===== config.mk =====
export PLATFORM = sky130hd
export DESIGN_NAME = game_rom
export DESIGN_NICKNAME = d
export VERILOG_FILES = /design/src/rtl/sdram_pkg.sv /design/src/rtl/prog_pkg.sv /design/src/rtl/rom_slot.sv /design/src/rtl/rom_req_ctrl.sv /design/src/rtl/rom_dwnld.sv /design/src/rtl/game_rom.sv
export VERILOG_INCLUDE_DIRS = /design/src /design/src/rtl
export SDC_FILE = /design/constraint.sdc
export NUM_CORES = 1
export LEC_CHECK = 0
export ABC_CLOCK_PERIOD_IN_PS = 2300
export BUFFER_PORTS_ARGS = -buffer_cell sky130_fd_sc_hd__buf_2
export CORE_AREA = 5 5 120 122
export CTS_BUF_LIST = sky130_fd_sc_hd__clkbuf_8
export DETAILED_ROUTE_END_ITERATION = 7
export DIE_AREA = 0 0 125 127
export MAX_ROUTING_LAYER = met4
export PLACE_DENSITY = 0.81
export SETUP_SLACK_MARGIN = 0.5
export SLEW_MARGIN = 10
export SYNTH_ARGS = -nofsm -noshare
export SYNTH_HDL_FRONTEND = slang
export SYNTH_HIERARCHICAL = 1
export SYNTH_SLANG_ARGS = --single-unit

===== constraint.sdc =====
create_clock -name clk -period 2.3 [get_ports clk]
set_input_delay 0.115 -clock clk [delete_from_list [all_inputs] [get_ports clk]]
set_output_delay 0.115 -clock clk [all_outputs]
set_load 0.02 [all_outputs]

===== src/rtl/game_rom_params.svh =====
// Game ROM parameters, SDRAM layout, PROM start and slot address widths
`ifndef GAME_ROM_PARAMS_SVH
`define GAME_ROM_PARAMS_SVH

// SDRAM word address width, 16-bit words
`define SDRAM_AW    22

// Graphics ROM follows the main ROM in SDRAM, in 16-bit words
`define GFX_OFFSET  22'h1_0000

// Download byte address where the palette PROMs begin
`define PROM_START  25'h6_0000

// Graphics slot address, 16-bit units
`define GFX_AW      17

// Main CPU slot address, bytes
`define MAIN_AW     17

`endif


===== src/rtl/sdram_pkg.sv =====
// SDRAM read side types, slot line requests, read response and controller enums
`include "game_rom_params.svh"

package sdram_pkg;

    // Slot to controller, one 32-bit line per request
    typedef struct packed {
        logic                 req;        // Level, high while the line misses
        logic [`SDRAM_AW-1:0] line_addr;  // Even-aligned word address
    } line_req_t;

    // Controller to slots
    typedef struct packed {
        logic        capture;  // Pulse, data valid
        logic [31:0] data;
    } rd_resp_t;

    // Owner of the open transaction
    typedef enum logic [1:0] {
        SEL_NONE,
        SEL_GFX,
        SEL_MAIN
    } slot_sel_e;

    typedef enum logic [1:0] {
        ST_IDLE,
        ST_WAIT_ACK,
        ST_WAIT_RDY
    } req_state_e;

endpackage


===== src/rtl/prog_pkg.sv =====
// Download side types, loader byte stream and SDRAM programming write
`include "game_rom_params.svh"

package prog_pkg;

    // Loader byte stream
    typedef struct packed {
        logic [24:0] addr;   // Byte address
        logic [ 7:0] data;
        logic        wr;     // One cycle per byte
    } ioctl_t;

    // SDRAM byte write
    typedef struct packed {
        logic [`SDRAM_AW-1:0] addr;   // Word address, or PROM index
        logic [ 7:0]          data;
        logic [ 1:0]          mask;   // Active low, bit 1 is the upper byte
        logic                 we;     // Held until sdram_ack
    } prog_t;

endpackage


===== src/rtl/rom_slot.sv =====
// ROM read slot, keeps one 32-bit SDRAM line and serves data lanes out of it
`include "game_rom_params.svh"

module rom_slot #(
    parameter int                   AW     = 17,
    parameter int                   DW     = 8,     // 8 or 16
    parameter logic [`SDRAM_AW-1:0] OFFSET = '0     // SDRAM word address of the region
) (
    input  logic                 clk,
    input  logic                 rst_n,
    input  logic                 cs,
    input  logic [AW-1:0]        addr,
    output logic [DW-1:0]        dout,
    output logic                 ok,
    output sdram_pkg::line_req_t line_req,
    input  logic                 grant,
    input  sdram_pkg::rd_resp_t  resp,
    input  logic                 flush
);

    localparam int SAW    = `SDRAM_AW;
    localparam int LANES  = 32 / DW;
    localparam int LSB_W  = $clog2(LANES);      // Lane select bits in addr
    localparam int WSHIFT = (DW == 8) ? 1 : 0;  // Bytes to 16-bit words

    logic [SAW-1:0]   word_addr;
    logic [SAW-1:0]   line_addr;
    logic [SAW-1:0]   tag;
    logic             valid;
    logic [31:0]      line_data;
    logic [LSB_W-1:0] lane;
    logic             hit;
    logic             load;

    // Address of the line that holds the requested data
    always_comb begin
        word_addr    = SAW'(addr >> WSHIFT);
        line_addr    = OFFSET + word_addr;
        line_addr[0] = 1'b0;   // Lines are two words long
    end

    assign lane = addr[LSB_W-1:0];   // Lower address, lower bits
    assign hit  = valid && (tag == line_addr);
    assign load = grant && resp.capture;

    // Hit is served in the same cycle
    assign ok   = cs && hit;
    assign dout = line_data[lane*DW +: DW];

    always_comb begin
        line_req.req       = cs && !hit;
        line_req.line_addr = line_addr;
    end

    // Line valid, cleared on flush
    always_ff @(posedge clk) begin
        if (!rst_n) begin
            valid <= 1'b0;
        end else if (flush) begin
            valid <= 1'b0;
        end else if (load) begin
            valid <= 1'b1;
        end
    end

    // Line contents and tag
    always_ff @(posedge clk) begin
        if (load) begin
            tag       <= line_addr;   // Requester holds addr until ok
            line_data <= resp.data;
        end
    end

endmodule


===== src/rtl/rom_req_ctrl.sv =====
// ROM request controller, arbitrates slot line misses onto the SDRAM read port
`include "game_rom_params.svh"

module rom_req_ctrl (
    input  logic                 clk,
    input  logic                 rst_n,
    input  logic                 downloading,
    // Slots
    input  sdram_pkg::line_req_t gfx_req,
    input  sdram_pkg::line_req_t main_req,
    output logic                 gfx_grant,
    output logic                 main_grant,
    output sdram_pkg::rd_resp_t  resp,
    output logic                 flush,
    // SDRAM read port
    output logic                 sdram_req,
    output logic [`SDRAM_AW-1:0] sdram_addr,
    input  logic                 sdram_ack,
    input  logic                 data_dst,
    input  logic                 data_rdy,
    input  logic [31:0]          data_read
);

    import sdram_pkg::*;

    req_state_e           state;
    slot_sel_e            sel;
    slot_sel_e            next_sel;
    logic [`SDRAM_AW-1:0] next_addr;
    logic                 start;
    logic                 dwn_l;

    // Graphics wins when both slots miss
    always_comb begin
        if (gfx_req.req) begin
            next_sel  = SEL_GFX;
            next_addr = gfx_req.line_addr;
        end else begin
            next_sel  = SEL_MAIN;
            next_addr = main_req.line_addr;
        end
    end

    // New requests are held off during a download
    assign start = (state == ST_IDLE) && !downloading && (gfx_req.req || main_req.req);

    always_ff @(posedge clk) begin
        if (!rst_n) begin
            state     <= ST_IDLE;
            sel       <= SEL_NONE;
            sdram_req <= 1'b0;
        end else begin
            case (state)
                ST_IDLE: begin
                    if (start) begin
                        sel       <= next_sel;
                        sdram_req <= 1'b1;
                        state     <= ST_WAIT_ACK;
                    end
                end
                ST_WAIT_ACK: begin
                    if (sdram_ack) begin
                        sdram_req <= 1'b0;   // Request accepted
                        state     <= ST_WAIT_RDY;
                    end
                end
                ST_WAIT_RDY: begin
                    if (data_rdy) begin
                        sel   <= SEL_NONE;
                        state <= ST_IDLE;
                    end
                end
                default: begin
                    sel       <= SEL_NONE;
                    sdram_req <= 1'b0;
                    state     <= ST_IDLE;
                end
            endcase
        end
    end

    // Address stays put until the ack
    always_ff @(posedge clk) begin
        if (start) begin
            sdram_addr <= next_addr;
        end
    end

    assign gfx_grant  = (sel == SEL_GFX);
    assign main_grant = (sel == SEL_MAIN);

    // Data is broadcast, only the granted slot takes it
    always_comb begin
        resp.capture = data_dst && (sel != SEL_NONE);
        resp.data    = data_read;
    end

    // Invalidate all lines once the download is over
    always_ff @(posedge clk) begin
        if (!rst_n) begin
            dwn_l <= 1'b0;
            flush <= 1'b0;
        end else begin
            dwn_l <= downloading;
            flush <= dwn_l && !downloading;
        end
    end

endmodule


===== src/rtl/rom_dwnld.sv =====
// ROM download, loader bytes become SDRAM byte writes or palette PROM strobes
`include "game_rom_params.svh"

module rom_dwnld (
    input  logic             clk,
    input  logic             rst_n,
    input  prog_pkg::ioctl_t ioctl,
    output prog_pkg::prog_t  prog,
    output logic             prom_we,
    input  logic             sdram_ack
);

    import prog_pkg::*;

    localparam logic [24:0] PROM_BASE = `PROM_START;

    prog_t       prog_q;
    logic        is_prom;
    logic [24:0] prom_off;

    always_comb begin
        is_prom  = ioctl.addr >= PROM_BASE;
        prom_off = ioctl.addr - PROM_BASE;
    end

    // One register stage behind ioctl
    always_ff @(posedge clk) begin
        if (!rst_n) begin
            prog_q.we <= 1'b0;
            prom_we   <= 1'b0;
        end else begin
            prom_we <= ioctl.wr && is_prom;   // Single cycle strobe
            if (sdram_ack) begin
                prog_q.we <= 1'b0;
            end
            if (ioctl.wr) begin
                prog_q.data <= ioctl.data;
                if (is_prom) begin
                    // PROMs take a byte index from their own base
                    prog_q.addr <= prom_off[`SDRAM_AW-1:0];
                    prog_q.mask <= 2'b11;
                end else begin
                    prog_q.addr <= ioctl.addr[`SDRAM_AW:1];        // Byte to word
                    prog_q.mask <= ioctl.addr[0] ? 2'b01 : 2'b10;  // Odd is upper
                    prog_q.we   <= 1'b1;
                end
            end
        end
    end

    assign prog = prog_q;

endmodule


===== src/rtl/game_rom.sv =====
// Game ROM access path, two read slots, SDRAM request control and download
`include "game_rom_params.svh"

module game_rom (
    input  logic                 clk,
    input  logic                 rst_n,
    input  logic                 downloading,
    // ROM load
    input  prog_pkg::ioctl_t     ioctl,
    output prog_pkg::prog_t      prog,
    output logic                 prom_we,
    // Graphics ROM
    input  logic                 gfx_cs,
    input  logic [`GFX_AW-1:0]   gfx_addr,
    output logic [15:0]          gfx_data,
    output logic                 gfx_ok,
    // Main CPU ROM
    input  logic                 main_cs,
    input  logic [`MAIN_AW-1:0]  main_addr,
    output logic [ 7:0]          main_data,
    output logic                 main_ok,
    // SDRAM read port
    output logic                 sdram_req,
    output logic [`SDRAM_AW-1:0] sdram_addr,
    input  logic                 sdram_ack,
    input  logic                 data_dst,
    input  logic                 data_rdy,
    input  logic [31:0]          data_read
);

    import sdram_pkg::*;

    line_req_t gfx_line_req;
    line_req_t main_line_req;
    rd_resp_t  resp;
    logic      gfx_grant;
    logic      main_grant;
    logic      flush;

    rom_slot #(
        .AW         ( `GFX_AW       ),
        .DW         ( 16            ),
        .OFFSET     ( `GFX_OFFSET   )
    ) u_gfx (
        .clk        ( clk           ),
        .rst_n      ( rst_n         ),
        .cs         ( gfx_cs        ),
        .addr       ( gfx_addr      ),
        .dout       ( gfx_data      ),
        .ok         ( gfx_ok        ),
        .line_req   ( gfx_line_req  ),
        .grant      ( gfx_grant     ),
        .resp       ( resp          ),
        .flush      ( flush         )
    );

    rom_slot #(
        .AW         ( `MAIN_AW      ),
        .DW         ( 8             ),
        .OFFSET     ( '0            )   // Main ROM at the bottom
    ) u_main (
        .clk        ( clk           ),
        .rst_n      ( rst_n         ),
        .cs         ( main_cs       ),
        .addr       ( main_addr     ),
        .dout       ( main_data     ),
        .ok         ( main_ok       ),
        .line_req   ( main_line_req ),
        .grant      ( main_grant    ),
        .resp       ( resp          ),
        .flush      ( flush         )
    );

    rom_req_ctrl u_ctrl (
        .clk        ( clk           ),
        .rst_n      ( rst_n         ),
        .downloading( downloading   ),
        .gfx_req    ( gfx_line_req  ),
        .main_req   ( main_line_req ),
        .gfx_grant  ( gfx_grant     ),
        .main_grant ( main_grant    ),
        .resp       ( resp          ),
        .flush      ( flush         ),
        .sdram_req  ( sdram_req     ),
        .sdram_addr ( sdram_addr    ),
        .sdram_ack  ( sdram_ack     ),
        .data_dst   ( data_dst      ),
        .data_rdy   ( data_rdy      ),
        .data_read  ( data_read     )
    );

    rom_dwnld u_dwnld (
        .clk        ( clk           ),
        .rst_n      ( rst_n         ),
        .ioctl      ( ioctl         ),
        .prog       ( prog          ),
        .prom_we    ( prom_we       ),
        .sdram_ack  ( sdram_ack     )
    );

endmodule


# Yosys cells after proc, flatten, opt, wreduce, memory -nomap -nowiden

Index checks and enable logic that the tools add are counted.

Flip-flop bits (word level): 157
Input bits: 108
Output and inout bits: 83
Word-level logic and storage cells: 75

$add $sub $neg: 2
Magnitude comparators: 1
Equality and inequality tests: 9
Shift-type cells: 2
Muxes and demuxes: 16
Bitwise logic cells: 3
Reductions and logical operators: 24

Operator list:

| kind                                                                                  | count |
|---|---|
| 32-bit by 6-bit indexed part select with 16-bit output                                | 1 |
| 32-bit by 6-bit indexed part select with 8-bit output                                 | 1 |
| 25-bit by 19-bit greater-or-equal comparator with 1-bit output, second input constant | 1 |
| 22-bit 2-to-1 mux                                                                     | 1 |
| 22-bit by 19-bit subtractor with 22-bit output, second input constant                 | 1 |
| 17-bit by 17-bit adder with 18-bit output, first input constant                       | 1 |
| 17-bit == test                                                                        | 1 |
| 16-bit 2-to-1 mux                                                                     | 1 |
| 15-bit == test                                                                        | 1 |
| 1-bit logical AND                                                                     | 13 |
| 2-bit 2-to-1 mux                                                                      | 6 |
| 2-bit case mux with 3 select lines                                                    | 2 |
| 3-bit AND reduction                                                                   | 3 |
| 1-bit 2-to-1 mux                                                                      | 5 |
| 2-bit by 1-bit == test with 1-bit output, second input constant                       | 2 |
| 2-bit == test, second input constant                                                  | 2 |
| 2-bit != test, second input constant                                                  | 2 |
| 1-bit logical NOT                                                                     | 3 |
| 1-bit NOT                                                                             | 3 |
| 1-bit case mux with 3 select lines                                                    | 1 |
| 2-bit logical NOT                                                                     | 1 |
| 2-bit by 1-bit != test with 1-bit output, second input constant                       | 1 |
| 2-bit AND reduction                                                                   | 1 |
| 2-bit nonzero test                                                                    | 1 |
| 2 further kinds                                                                       | 2 |

# Longest topological paths before layout

Gate-level depths: netlist of the first run.

Word-level depth: 9
Mapped depth: 8
Mapped depth without buffers: 7

# Cells and area by module

The synthesis of the first run kept the hierarchy.

By module, submodules not included:

| module             | instances | cells an instance | area each (sq um) | seq. area each (sq um) |
|---|---|---|---|---|
| rom_slot at u_gfx  | 1         | 121               | 2060.7            | 1491.4 |
| rom_slot at u_main | 1         | 106               | 1988.2            | 1431.4 |
| rom_req_ctrl       | 1         | 112               | 1482.7            | 800.8 |
| rom_dwnld          | 1         | 119               | 1443.9            | 1001.0 |

# Worst setup path before layout of the first run

No wires, ideal clock.

Path type: register -> register
Start: register u_gfx.tag[14]
End: register u_ctrl.sdram_addr[0] (enable)
Setup time: 349 ps
Arrival: 1744 ps
Required time: 1951 ps
Slack: 207 ps
Cell stages (with the launch flop): 8
Path buffers: 1
Period minus slack after synthesis: 2093 ps
Cells stage by stage: edfxtp_1 -> xor2_1 -> nor4_1 -> nand3_1 -> o31a_1 -> buf_6 -> o21ai_2 -> inv_1

RTL lines:

| item                     | RTL line           | source |
|---|---|---|
| start: declaration       | rom_slot.sv:28     | `logic [SAW-1:0] tag;` |
| start signal: assignment | rom_slot.sv:69     | `tag <= line_addr;` |
| end signal: assignment   | rom_req_ctrl.sv:85 | `sdram_addr <= next_addr;` |
| end: declaration         | rom_req_ctrl.sv:17 | `` output logic [`SDRAM_AW-1:0] sdram_addr, `` |

==> results of run 1 <==
layout make-up:
class	count	area (µm²)	area share [%]
clock buffers	17	234.0	2.534
inverters	3	11.26	0.1219
repair buffers	308	2201	23.83
well taps	176	220.2	2.384
clock inverters	15	127.6	1.382
multi-input cells	218	1717	18.59
flip-flops and latches	161	4725	51.16
registers in the layout, summed over array words and instances (netlist names), 2 cells and up:
signal,flops
u_ctrl/state,2
u_gfx/tag,17
u_gfx/line_data,32
u_dwnld/prog,33
u_ctrl/sdram_addr,22
u_main/line_data,32
u_ctrl/sel,2
u_main/tag,15
layer usage:
metal	track usage, %	vias up
met4	7.398	0
li1	-	2080
met2	37.24	223
met5	-	-
met3	6.093	47
met1	23.22	2189
metrics by stage:
| step | instance area [µm²] | util (%) | hold slack (ns) | worst slack [ns] | setup TNS (ns) |
|---|---|---|---|---|---|
| 6_report | 9235 | 70.58 | 0.03760 | -0.01435 | -0.1175 |
| 5_1_grt | 9235 | 70.58 | 0.005625 | -0.06554 | -0.7215 |
| 4_1_cts | 9156 | 69.98 | 0.0008694 | 0.05291 | 0 |
| 3_5_place_dp | 7637 | 58.37 | 0.2937 | 0.06946 | 0 |
| 3_3_place_gp | 7637 | 58.37 | 0.2927 | 0.09646 | 0 |
| 2_1_floorplan | 7015 | - | 0.1865 | 0.2066 | 0 |
placed cells by master (no fill, tap or decap), types with 3 or more instances in the layout:
cell type / count
mux4_2: 8
nand4_1: 6
buf_12: 5
nor2_1: 11
xor2_1: 14
buf_4: 8
conb_1: 12
nor4_4: 3
dlygate4sd3_1: 103
clkinv_2: 3
xnor2_1: 18
buf_2: 187
inv_1: 4
clkinvlp_4: 4
dfxtp_1: 11
nor4_2: 3
nor2b_1: 3
clkinv_1: 4
and2_1: 4
mux2_2: 38
clkbuf_8: 17
edfxtp_1: 150
nand2_1: 57
buf_6: 3
nor4_1: 4
final timing paths:
kind	slack [ns]	depth (start not counted)	end	from
hold / removal	0.04	2	u_ctrl/sdram_addr[13]	gfx_addr[13]
hold reg to reg	0.43	1	u_gfx/valid	u_ctrl/flush
setup / recovery	-0.01	8	u_ctrl/sdram_addr[0]	u_gfx/tag[14]
setup reg to reg	-0.01	8	u_ctrl/sdram_addr[0]	u_gfx/tag[14]
synthesized netlist by cell type, drive strengths merged, types with 5 or more instances:
cell type	number
and2	7
buf	85
dfxtp	11
edfxtp	150
mux2	39
mux4	8
nand2	57
nand4	6
nor2	11
nor4	10
o21ai	5
xnor2	19
xor2	14
cell families after synthesis:
logic type	share of synthesized area (%)
DFF	67.73
and+or+nand+nor	7.731
buffers and inverters	9.506
muxes	8.879
xor gates and xnor gates	4.144
AOI/OAI and AO/OA	1.722
other	0.1077
adders and majority gates	0.1793
power by group:
part	internal [mW]	total (mW)	switching (mW)
Sequential	3.30	3.33	0.0305
Clock	0.933	1.91	0.978
Combinational	0.379	0.774	0.395
critical path, cell delays in order, from the launching register on:
cell and delay [ns]:
edfxtp_1 0.38, xor2_1 0.15, nor4_1 0.36, nand3_1 0.24
o31a_1 0.38, o21ai_2 0.18, inv_2 0.10, buf_12 0.14
buf_12 0.14
timing repair:
action | 4_1_cts | 5_1_grt
buffers inserted | 4 | 2
endpoints found under the setup margin | 45 | 46
cloned | 1 | 0
endpoints found under the hold margin | 142 | 0
pin swaps | 9 | 7
resized for setup | 13 | 15
hold buffers | 105 | 0
==> impl_metrics.json, run 1 <==
{
  "status": "complete, but fails checks",
  "violations": "setup timing",
  "ant_nets": 0,
  "rsz0062_at_grt": "yes",
  "h-tree-depth": 4,
  "die-area_um2": 15880,
  "drv_slew": 0,
  "clock_latency_ns": 0.44,
  "fp.dieW_um": 125,
  "syn2layout_area_growth_pct": 32.39,
  "grt-ovfl-total": 0,
  "place_congestion": 0.8512,
  "grt_max_degree": 51,
  "finalNetCount": 818,
  "synth-seq-cells": 161,
  "setup.worst_path.start_class": "flip-flop",
  "final-setup-viol-count": 11,
  "fp-row-count": 42,
  "cts_tree": "done",
  "synth_top_area_share_pct": 64.57,
  "cp-end-kind": "flip-flop",
  "cp_max_fo": 11,
  "wl_per_cell_um": 18.49,
  "cts_buffer_depth": 2,
  "start_util_pct": 53.31,
  "drtPass1Iterations": 4,
  "fp.dieH_um": 127,
  "synthTopCellsByArea": "edfxtp_1 65%, buf_4 8.1%, mux2_2 6.1%, dfxtp_1 3.2%, nand2_1 3.1%",
  "ios": 191,
  "peakVddDrop_uv": 311.7,
  "hp-class": "input port to flip-flop",
  "synth_edf_count": 150,
  "setup_slack_ns": -0.01435,
  "cp.arrival_ns": 2.52,
  "antenna_found_initial": 0,
  "drtIter0Drc": 343,
  "vias": 4539,
  "port_buffers": 190,
  "fmax_mhz": 432.1,
  "yosysWarnings": 6,
  "powerDensity_nw_per_um2": 651.8,
  "ys_seq_area_share_pct": 67.73,
  "syn_area_per_cell_um2": 15.23,
  "async_flop_share_pct": 0,
  "wl_met2_um": 8788,
  "layout-drive-gt1-share_pct": 41.41,
  "highest-signal-layer": "met4",
  "yosysUniqueCellTypes": 44,
  "avgViaCountPerCell": 5.055,
  "yosysTopAreaCell": "edfxtp_1",
  "grt_pass1_wl_um": 25390,
  "grt_use_total_pct": 21.20,
  "hold_viol": 0,
  "required_ns": 2.50,
  "wl_um": 16600,
  "period_share_pct": 100.6,
  "finClkSkew_ns": 0.01100,
  "fillCellCount": 807,
  "dpl.cell_count": 755,
  "syn-cell-area_um2": 6975,
  "total_power_mw": 6.019,
  "netlist_instances": 458,
  "crit_type": "flip-flop to flip-flop",
  "coreArea_um2": 13090,
  "route.met3.wl_um": 1260,
  "maxCapViolCount": 0,
  "clkTransAtPathRegs_ns": 0.08,
  "cts_made_buffers": 17,
  "grt_pass1_vias": 4899,
  "hpwl_um": 10140,
  "wl_met1_um": 6076,
  "ys_dominant_reg_cell": "edfxtp_1",
  "cts_root_buf": "clkbuf_8",
  "leakage_nw": 3.604,
  "drc": 0,
  "fin_cells": 898,
  "min_period_ns": 2.314,
  "cts_sinks": 161,
  "diodes": 0
}
Note: power is estimated with default switching activity, not from simulation.
==> inputs of run 2 (changes only) <==
Settings changed: CORE_AREA 5 5 120 122 to 5 5 148 150, DIE_AREA 0 0 125 127 to 0 0 153 155, PLACE_DENSITY 0.81 to 0.56.
==> run 2 against run 1 <==
Net effect:
- the run now ends clean
- cell area rose by 1.4%
- first-iteration DRC count fell by 42%
- sequential cell count did not move
- non-clock buffer count rose by 5
- sequential power barely moved
- register-to-register slack improved by 0.08 ns
- die area rose by 49%
- largest cell class unchanged
==> impl_metrics.json, run 2 (same netlist as run 1, synthesis figures left out) <==
{
  "cts_tree": "done",
  "vias": 4380,
  "stdcell_area_um2": 9363,
  "cts_sinks": 161,
  "total_power_mw": 6.060,
  "drtPass1Iterations": 4,
  "clock_latency_ns": 0.45,
  "avgViaCountPerCell": 4.367,
  "drc": 0,
  "required_ns": 2.51,
  "cts_root_buf": "clkbuf_8",
  "die-area_um2": 23720,
  "cp.arrival_ns": 2.44,
  "worstHoldStart": "main_addr[16]",
  "cts_made_buffers": 17,
  "place_congestion": 0.8223,
  "powerDensity_nw_per_um2": 647.3,
  "mostFrequentLayoutCell": "buf_2",
  "finalNetCount": 823,
  "holdPathEnd": "u_ctrl/sdram_addr[15]",
  "coreArea_um2": 20560,
  "rr_worst_depth": 6,
  "layout-drive-gt1-share_pct": 41.27,
  "wl_per_cell_um": 16.28,
  "hpwl_um": 11060,
  "cp-end-kind": "flip-flop",
  "rsz0062_at_grt": "yes",
  "final-setup-viol-count": 0,
  "clkTransAtPathRegs_ns": 0.10,
  "r2r-end": "u_ctrl/sdram_addr[15]",
  "grt_pass1_vias": 4788,
  "drtIter0Drc": 200,
  "r2r-start": "u_gfx/tag[9]",
  "leakage_nw": 3.627,
  "fmax_mhz": 447.8,
  "antenna_found_initial": 1,
  "start_util_pct": 33.93,
  "cts_buffer_depth": 2,
  "maxCapViolCount": 0,
  "crit_type": "flip-flop to flip-flop",
  "peakVddDrop_uv": 308.6,
  "grt-ovfl-total": 0,
  "hold_depth": 2,
  "mostFrequentLayoutCells": "188 x buf_2, 150 x edfxtp_1, 108 x dlygate4sd3_1",
  "grt_pass1_wl_um": 25360,
  "hold_viol": 0,
  "min_period_ns": 2.233,
  "wl_um": 16330,
  "largest_reg_flops": 33,
  "finClkSkew_ns": 0.01130,
  "fp.dieH_um": 155,
  "ant_nets": 0,
  "h-tree-depth": 4,
  "period_share_pct": 97.08,
  "ios": 191,
  "drv_slew": 0,
  "grt_use_total_pct": 14.24,
  "fp.dieW_um": 153,
  "fillCellCount": 1831,
  "status": "complete, no violations",
  "cp_max_fo": 7,
  "placed_cell_area_um2": 7771,
  "port_buffers": 190,
  "setup.worst_path.start_class": "flip-flop",
  "grt_max_degree": 49,
  "syn2layout_area_growth_pct": 34.22,
  "hp-class": "input port to flip-flop",
  "reg2reg_slack_ns": 0.07,
  "fp-row-count": 53
}
-- run 2: cell count changes in the layout (fill, tap and decap cells not counted), sizes merged --
cell | previous run | this run
bufinv | 2 | 0
clkbuf | 17 | 18
clkinv | 7 | 5
clkinvlp | 4 | 1
diode | 0 | 1
dlygate4sd3 | 103 | 108
dlymetal6s4s | 1 | 0
inv | 5 | 12
-- run 2: through the flow --
step	setup slack (ns)	util, %	std cells	setup TNS, ns	hold slack [ns]
4_1_cts	0.01460	45.17	999	0	0.006421
2_1_floorplan	0.2066	-	468	0	0.1865
6_report	0.06705	45.54	1003	0	0.06296
3_5_place_dp	-0.09513	37.80	857	-2.768	0.2931
5_1_grt	0.02859	45.54	1003	0	0.01694
3_3_place_gp	-0.02609	37.80	857	-0.2685	0.2946
-- run 2: metal layers --
layer / up-vias / routed length [µm] / global-route usage (%)
met4: 0 / 238 / 4.582
met3: 17 / 1124 / 4.951
met1: 2105 / 6841 / 16.92
met5: - / 0 / -
met2: 159 / 8126 / 22.95
li1: 2099 / - / -
-- run 2: critical path: stages, from the launching register on --
cell and delay [ns]:
edfxtp_1 0.41, xor2_1 0.16, nor4_2 0.39, nand3_2 0.20, o31a_4 0.38, clkbuf_16 0.18, mux2_2 0.27
-- run 2: cell type report --
cell class	count	area (µm²)	area share [%]
Tap cell	275	344.1	3.675
Clock inverter	15	145.1	1.550
Multi-Input combinational cell	218	1689	18.04
Inverter	3	11.26	0.1203
Sequential cell	161	4725	50.46
Clock buffer	17	234.0	2.499
Timing Repair Buffer	313	2212	23.63
Antenna cell	1	2.502	0.02673
-- run 2: worst max path at each step --
stage	start	depth (start not counted)	slack, ns	endpoint
2_1_floorplan	u_gfx/tag[14]	7	0.21	u_ctrl/sdram_addr[0]
3_3_place_gp	u_gfx/tag[9]	6	-0.03	u_ctrl/sdram_addr[17]
3_5_place_dp	u_gfx/tag[9]	6	-0.1	u_ctrl/sdram_addr[9]
4_1_cts	u_gfx/tag[15]	5	0.01	gfx_ok
5_1_grt	u_gfx/tag[9]	6	0.03	u_ctrl/sdram_addr[7]
6_report	u_gfx/tag[9]	6	0.07	u_ctrl/sdram_addr[15]
-- run 2: repair_timing --
| action | 4_1_cts | 5_1_grt |
|---|---|---|
| setup endpoints to repair | 45 | 46 |
| pin swaps | 8 | 4 |
| resized for setup | 12 | 7 |
| buffers inserted | 2 | 2 |
| hold endpoints to repair | 148 | 0 |
| hold buffers | 108 | 0 |
| gates cloned | 0 | 1 |
-- run 2: power breakdown --
group,switching [mW],internal (mW)
logic,0.379,0.369
registers,0.0288,3.30
clock network,1.18,0.802
total,1.59,4.48
==> inputs of run 3 (changes only) <==
Settings changed: CORE_AREA 5 5 148 150 to 5 5 140 142, DIE_AREA 0 0 153 155 to 0 0 145 147, PLACE_DENSITY 0.56 to 0.58, SETUP_SLACK_MARGIN 0.5 to unset, SYNTH_HIERARCHICAL 1 to unset.
==> run 3 against run 2 <==
Net effect:
- final cell count is 9.9% lower
- highest routed layer unchanged
- largest cell class unchanged
- sequential cell count is 5 lower
- register-to-register slack hardly changed
- critical endpoint is now u_ctrl.sdram_addr[14]
==> impl_metrics.json, run 3 <==
{
  "start_util_pct": 34.27,
  "switching_share_pct": 23.13,
  "required_ns": 2.48,
  "clkTransAtPathRegs_ns": 0.08,
  "die-area_um2": 21320,
  "cp_max_fo": 12,
  "drc": 0,
  "p_int_mw": 4.750,
  "mostFrequentLayoutCells": "185 x buf_2, 145 x edfxtp_1, 94 x dlygate4sd3_1",
  "async_flop_share_pct": 0,
  "cts_buffer_depth": 2,
  "period_share_pct": 97.17,
  "coreArea_um2": 18330,
  "clock_power_share_pct": 34.9,
  "finalNetCount": 767,
  "hpwl_um": 10900,
  "synthMuxAreaShare_pct": 12.31,
  "place_congestion": 0.7657,
  "grt_pass1_vias": 4634,
  "fp.dieH_um": 147,
  "setup_slack_ns": 0.06500,
  "gr-usage-met1_pct": 17.57,
  "yosysWarnings": 0,
  "wl_um": 15540,
  "synth_top_area_share_pct": 69.31,
  "ys_dominant_reg_cell": "edfxtp_1",
  "setup.worst_path.start_class": "flip-flop",
  "synthTopCellsByArea": "edfxtp_1 69%, mux2_2 6.1%, dfxtp_1 3.5%, mux2_4 3.3%, mux4_2 2.9%",
  "final-setup-viol-count": 0,
  "antenna_found_initial": 0,
  "grt_pass1_wl_um": 24630,
  "drtIter0Drc": 186,
  "synth-seq-cells": 156,
  "yosysTopAreaCell": "edfxtp_1",
  "combPwrFrac_pct": 12.3,
  "tightest_slew_ns": 0.6211,
  "grt-ovfl-total": 0,
  "slew_headroom_pct": 58.49,
  "vias": 4168,
  "powerDensity_nw_per_um2": 690.8,
  "synth_edf_count": 145,
  "finClkSkew_ns": 0.01321,
  "groute.layer.met3.usage_pct": 4.812,
  "min_period_ns": 2.235,
  "leakage_nw": 3.441,
  "final_core_utilization_pct": 48.80,
  "synth-compound-area-share_pct": 2.071,
  "peakVddDrop_uv": 473.0,
  "cts_sinks": 156,
  "ant_nets": 0,
  "port_buffers": 185,
  "cts_tree": "done",
  "final.setup.tns_ns": 0,
  "synthAdderAreaFrac_pct": 0.1992,
  "grt_use_total_pct": 15.06,
  "grt_use_met2_pct": 24.77,
  "syn-cell-area_um2": 6282,
  "h-tree-depth": 4,
  "pwr-share-seq_pct": 52.7,
  "yosys.area_share.simple_pct": 6.094,
  "mostFrequentLayoutCell": "buf_2",
  "synth-xor-area-share_pct": 4.601,
  "crit_type": "flip-flop to flip-flop",
  "avgViaCountPerCell": 4.611,
  "fp-row-count": 50,
  "status": "complete, no violations",
  "rsz0062_at_grt": "no",
  "ys_seq_area_share_pct": 72.81,
  "maxCapViolCount": 0,
  "hp-class": "input port to flip-flop",
  "busiest_layer": "met2",
  "grt_max_degree": 51,
  "drtPass1Iterations": 4,
  "cp.arrival_ns": 2.42,
  "layout-drive-gt1-share_pct": 43.88,
  "cp-end-kind": "flip-flop",
  "syn_area_per_cell_um2": 17.70,
  "cts_made_buffers": 17,
  "netlist_instances": 355,
  "hold_viol": 0,
  "clock_latency_ns": 0.44,
  "netlist_top_cells_count": "145 x edfxtp_1, 34 x mux2_2, 21 x nor2_1, 19 x xnor2_1",
  "diodes": 0,
  "dp_slack_ns": 0.02610,
  "whs_ns": 0.04540,
  "largest_reg_flops": 33,
  "syn2layout_area_growth_pct": 42.38,
  "synth_top_family_by_area": "multiplexers",
  "ios": 191,
  "fp.dieW_um": 145,
  "wl_per_cell_um": 17.19,
  "yosysUniqueCellTypes": 45,
  "cts_root_buf": "clkbuf_8",
  "yosysMostFrequentCell": "edfxtp_1",
  "fmax_mhz": 447.4,
  "p_sw_mw": 1.429,
  "drv_slew": 0
}
==> run 3: changes by cell type after synthesis, sizes merged, moves of 5 or more <==
cell / change
nand2: -50
mux2: +9
nor2: +10
edfxtp: -5
buf: -75
==> run 3: cells by family after synthesis <==
group                    after synthesis
AND/OR/NAND/NOR                       70
flip-flops                           156
buffers and inverters                 19
AO/OA/AOI/OAI                         19
multiplexers                          56
adder cells (fa/ha/maj)                1
XOR/XNOR                              33
other                                  1
==> run 3: cell type report <==
class | instances | area [µm²]
inverter | 6 | 22.52
tap | 234 | 292.8
timing repair buffer | 293 | 1997
clock buffer | 17 | 234.0
multi-input combinational | 184 | 1648
fill | 1602 | 9385
clock inverter | 14 | 176.4
sequential | 156 | 4574
==> run 3: final timing paths <==
kind	startpoint	endpoint	slack, ns	cells past startpoint
min	data_rdy	u_ctrl.sel[0]	0.05	4
min reg2reg	u_ctrl.dwn_l	u_ctrl.flush	0.44	1
max reg2reg	u_gfx.tag[16]	u_ctrl.sdram_addr[14]	0.07	6
max	u_gfx.tag[16]	u_ctrl.sdram_addr[14]	0.07	6
==> run 3: worst max-delay path: stages, from the launching register on <==
cell	delay [ns]
edfxtp_1	0.37
and2b_2	0.21
a21oi_1	0.08
or4b_4	0.57
o21ai_4	0.26
buf_12	0.19
mux2_4	0.30
==> run 3: stage by stage <==
step	cell area (µm²)	total power [mW]	instances
2_1_floorplan	6304	3.668	359
3_3_place_gp	7530	3.939	774
3_5_place_dp	7530	3.955	774
4_1_cts	8881	6.250	899
5_1_grt	8945	6.447	904
6_report	8945	6.179	904
==> run 3: power groups by stage <==
stage,clock [mW],sequential [mW],combinational (mW)
2_1_floorplan,0,3.41,0.263
3_3_place_gp,0,3.32,0.618
3_5_place_dp,0,3.32,0.630
4_1_cts,2.23,3.26,0.757
5_1_grt,2.36,3.27,0.822
6_report,2.16,3.26,0.761
==> run 3: timing repair <==
action | CTS | global route
hold buffers | 94 | 0
resized for setup | 0 | 4
endpoints found under the hold margin | 141 | 0
buffers inserted | 0 | 5
setup endpoints to repair | 0 | 32
==> run 3: routing by layer <==
layer / vias to the layer above / wire length [µm]
met5: - / 0
met4: 0 / 256
met3: 18 / 1085
met2: 146 / 7909
met1: 2035 / 6286
li1: 1969 / -
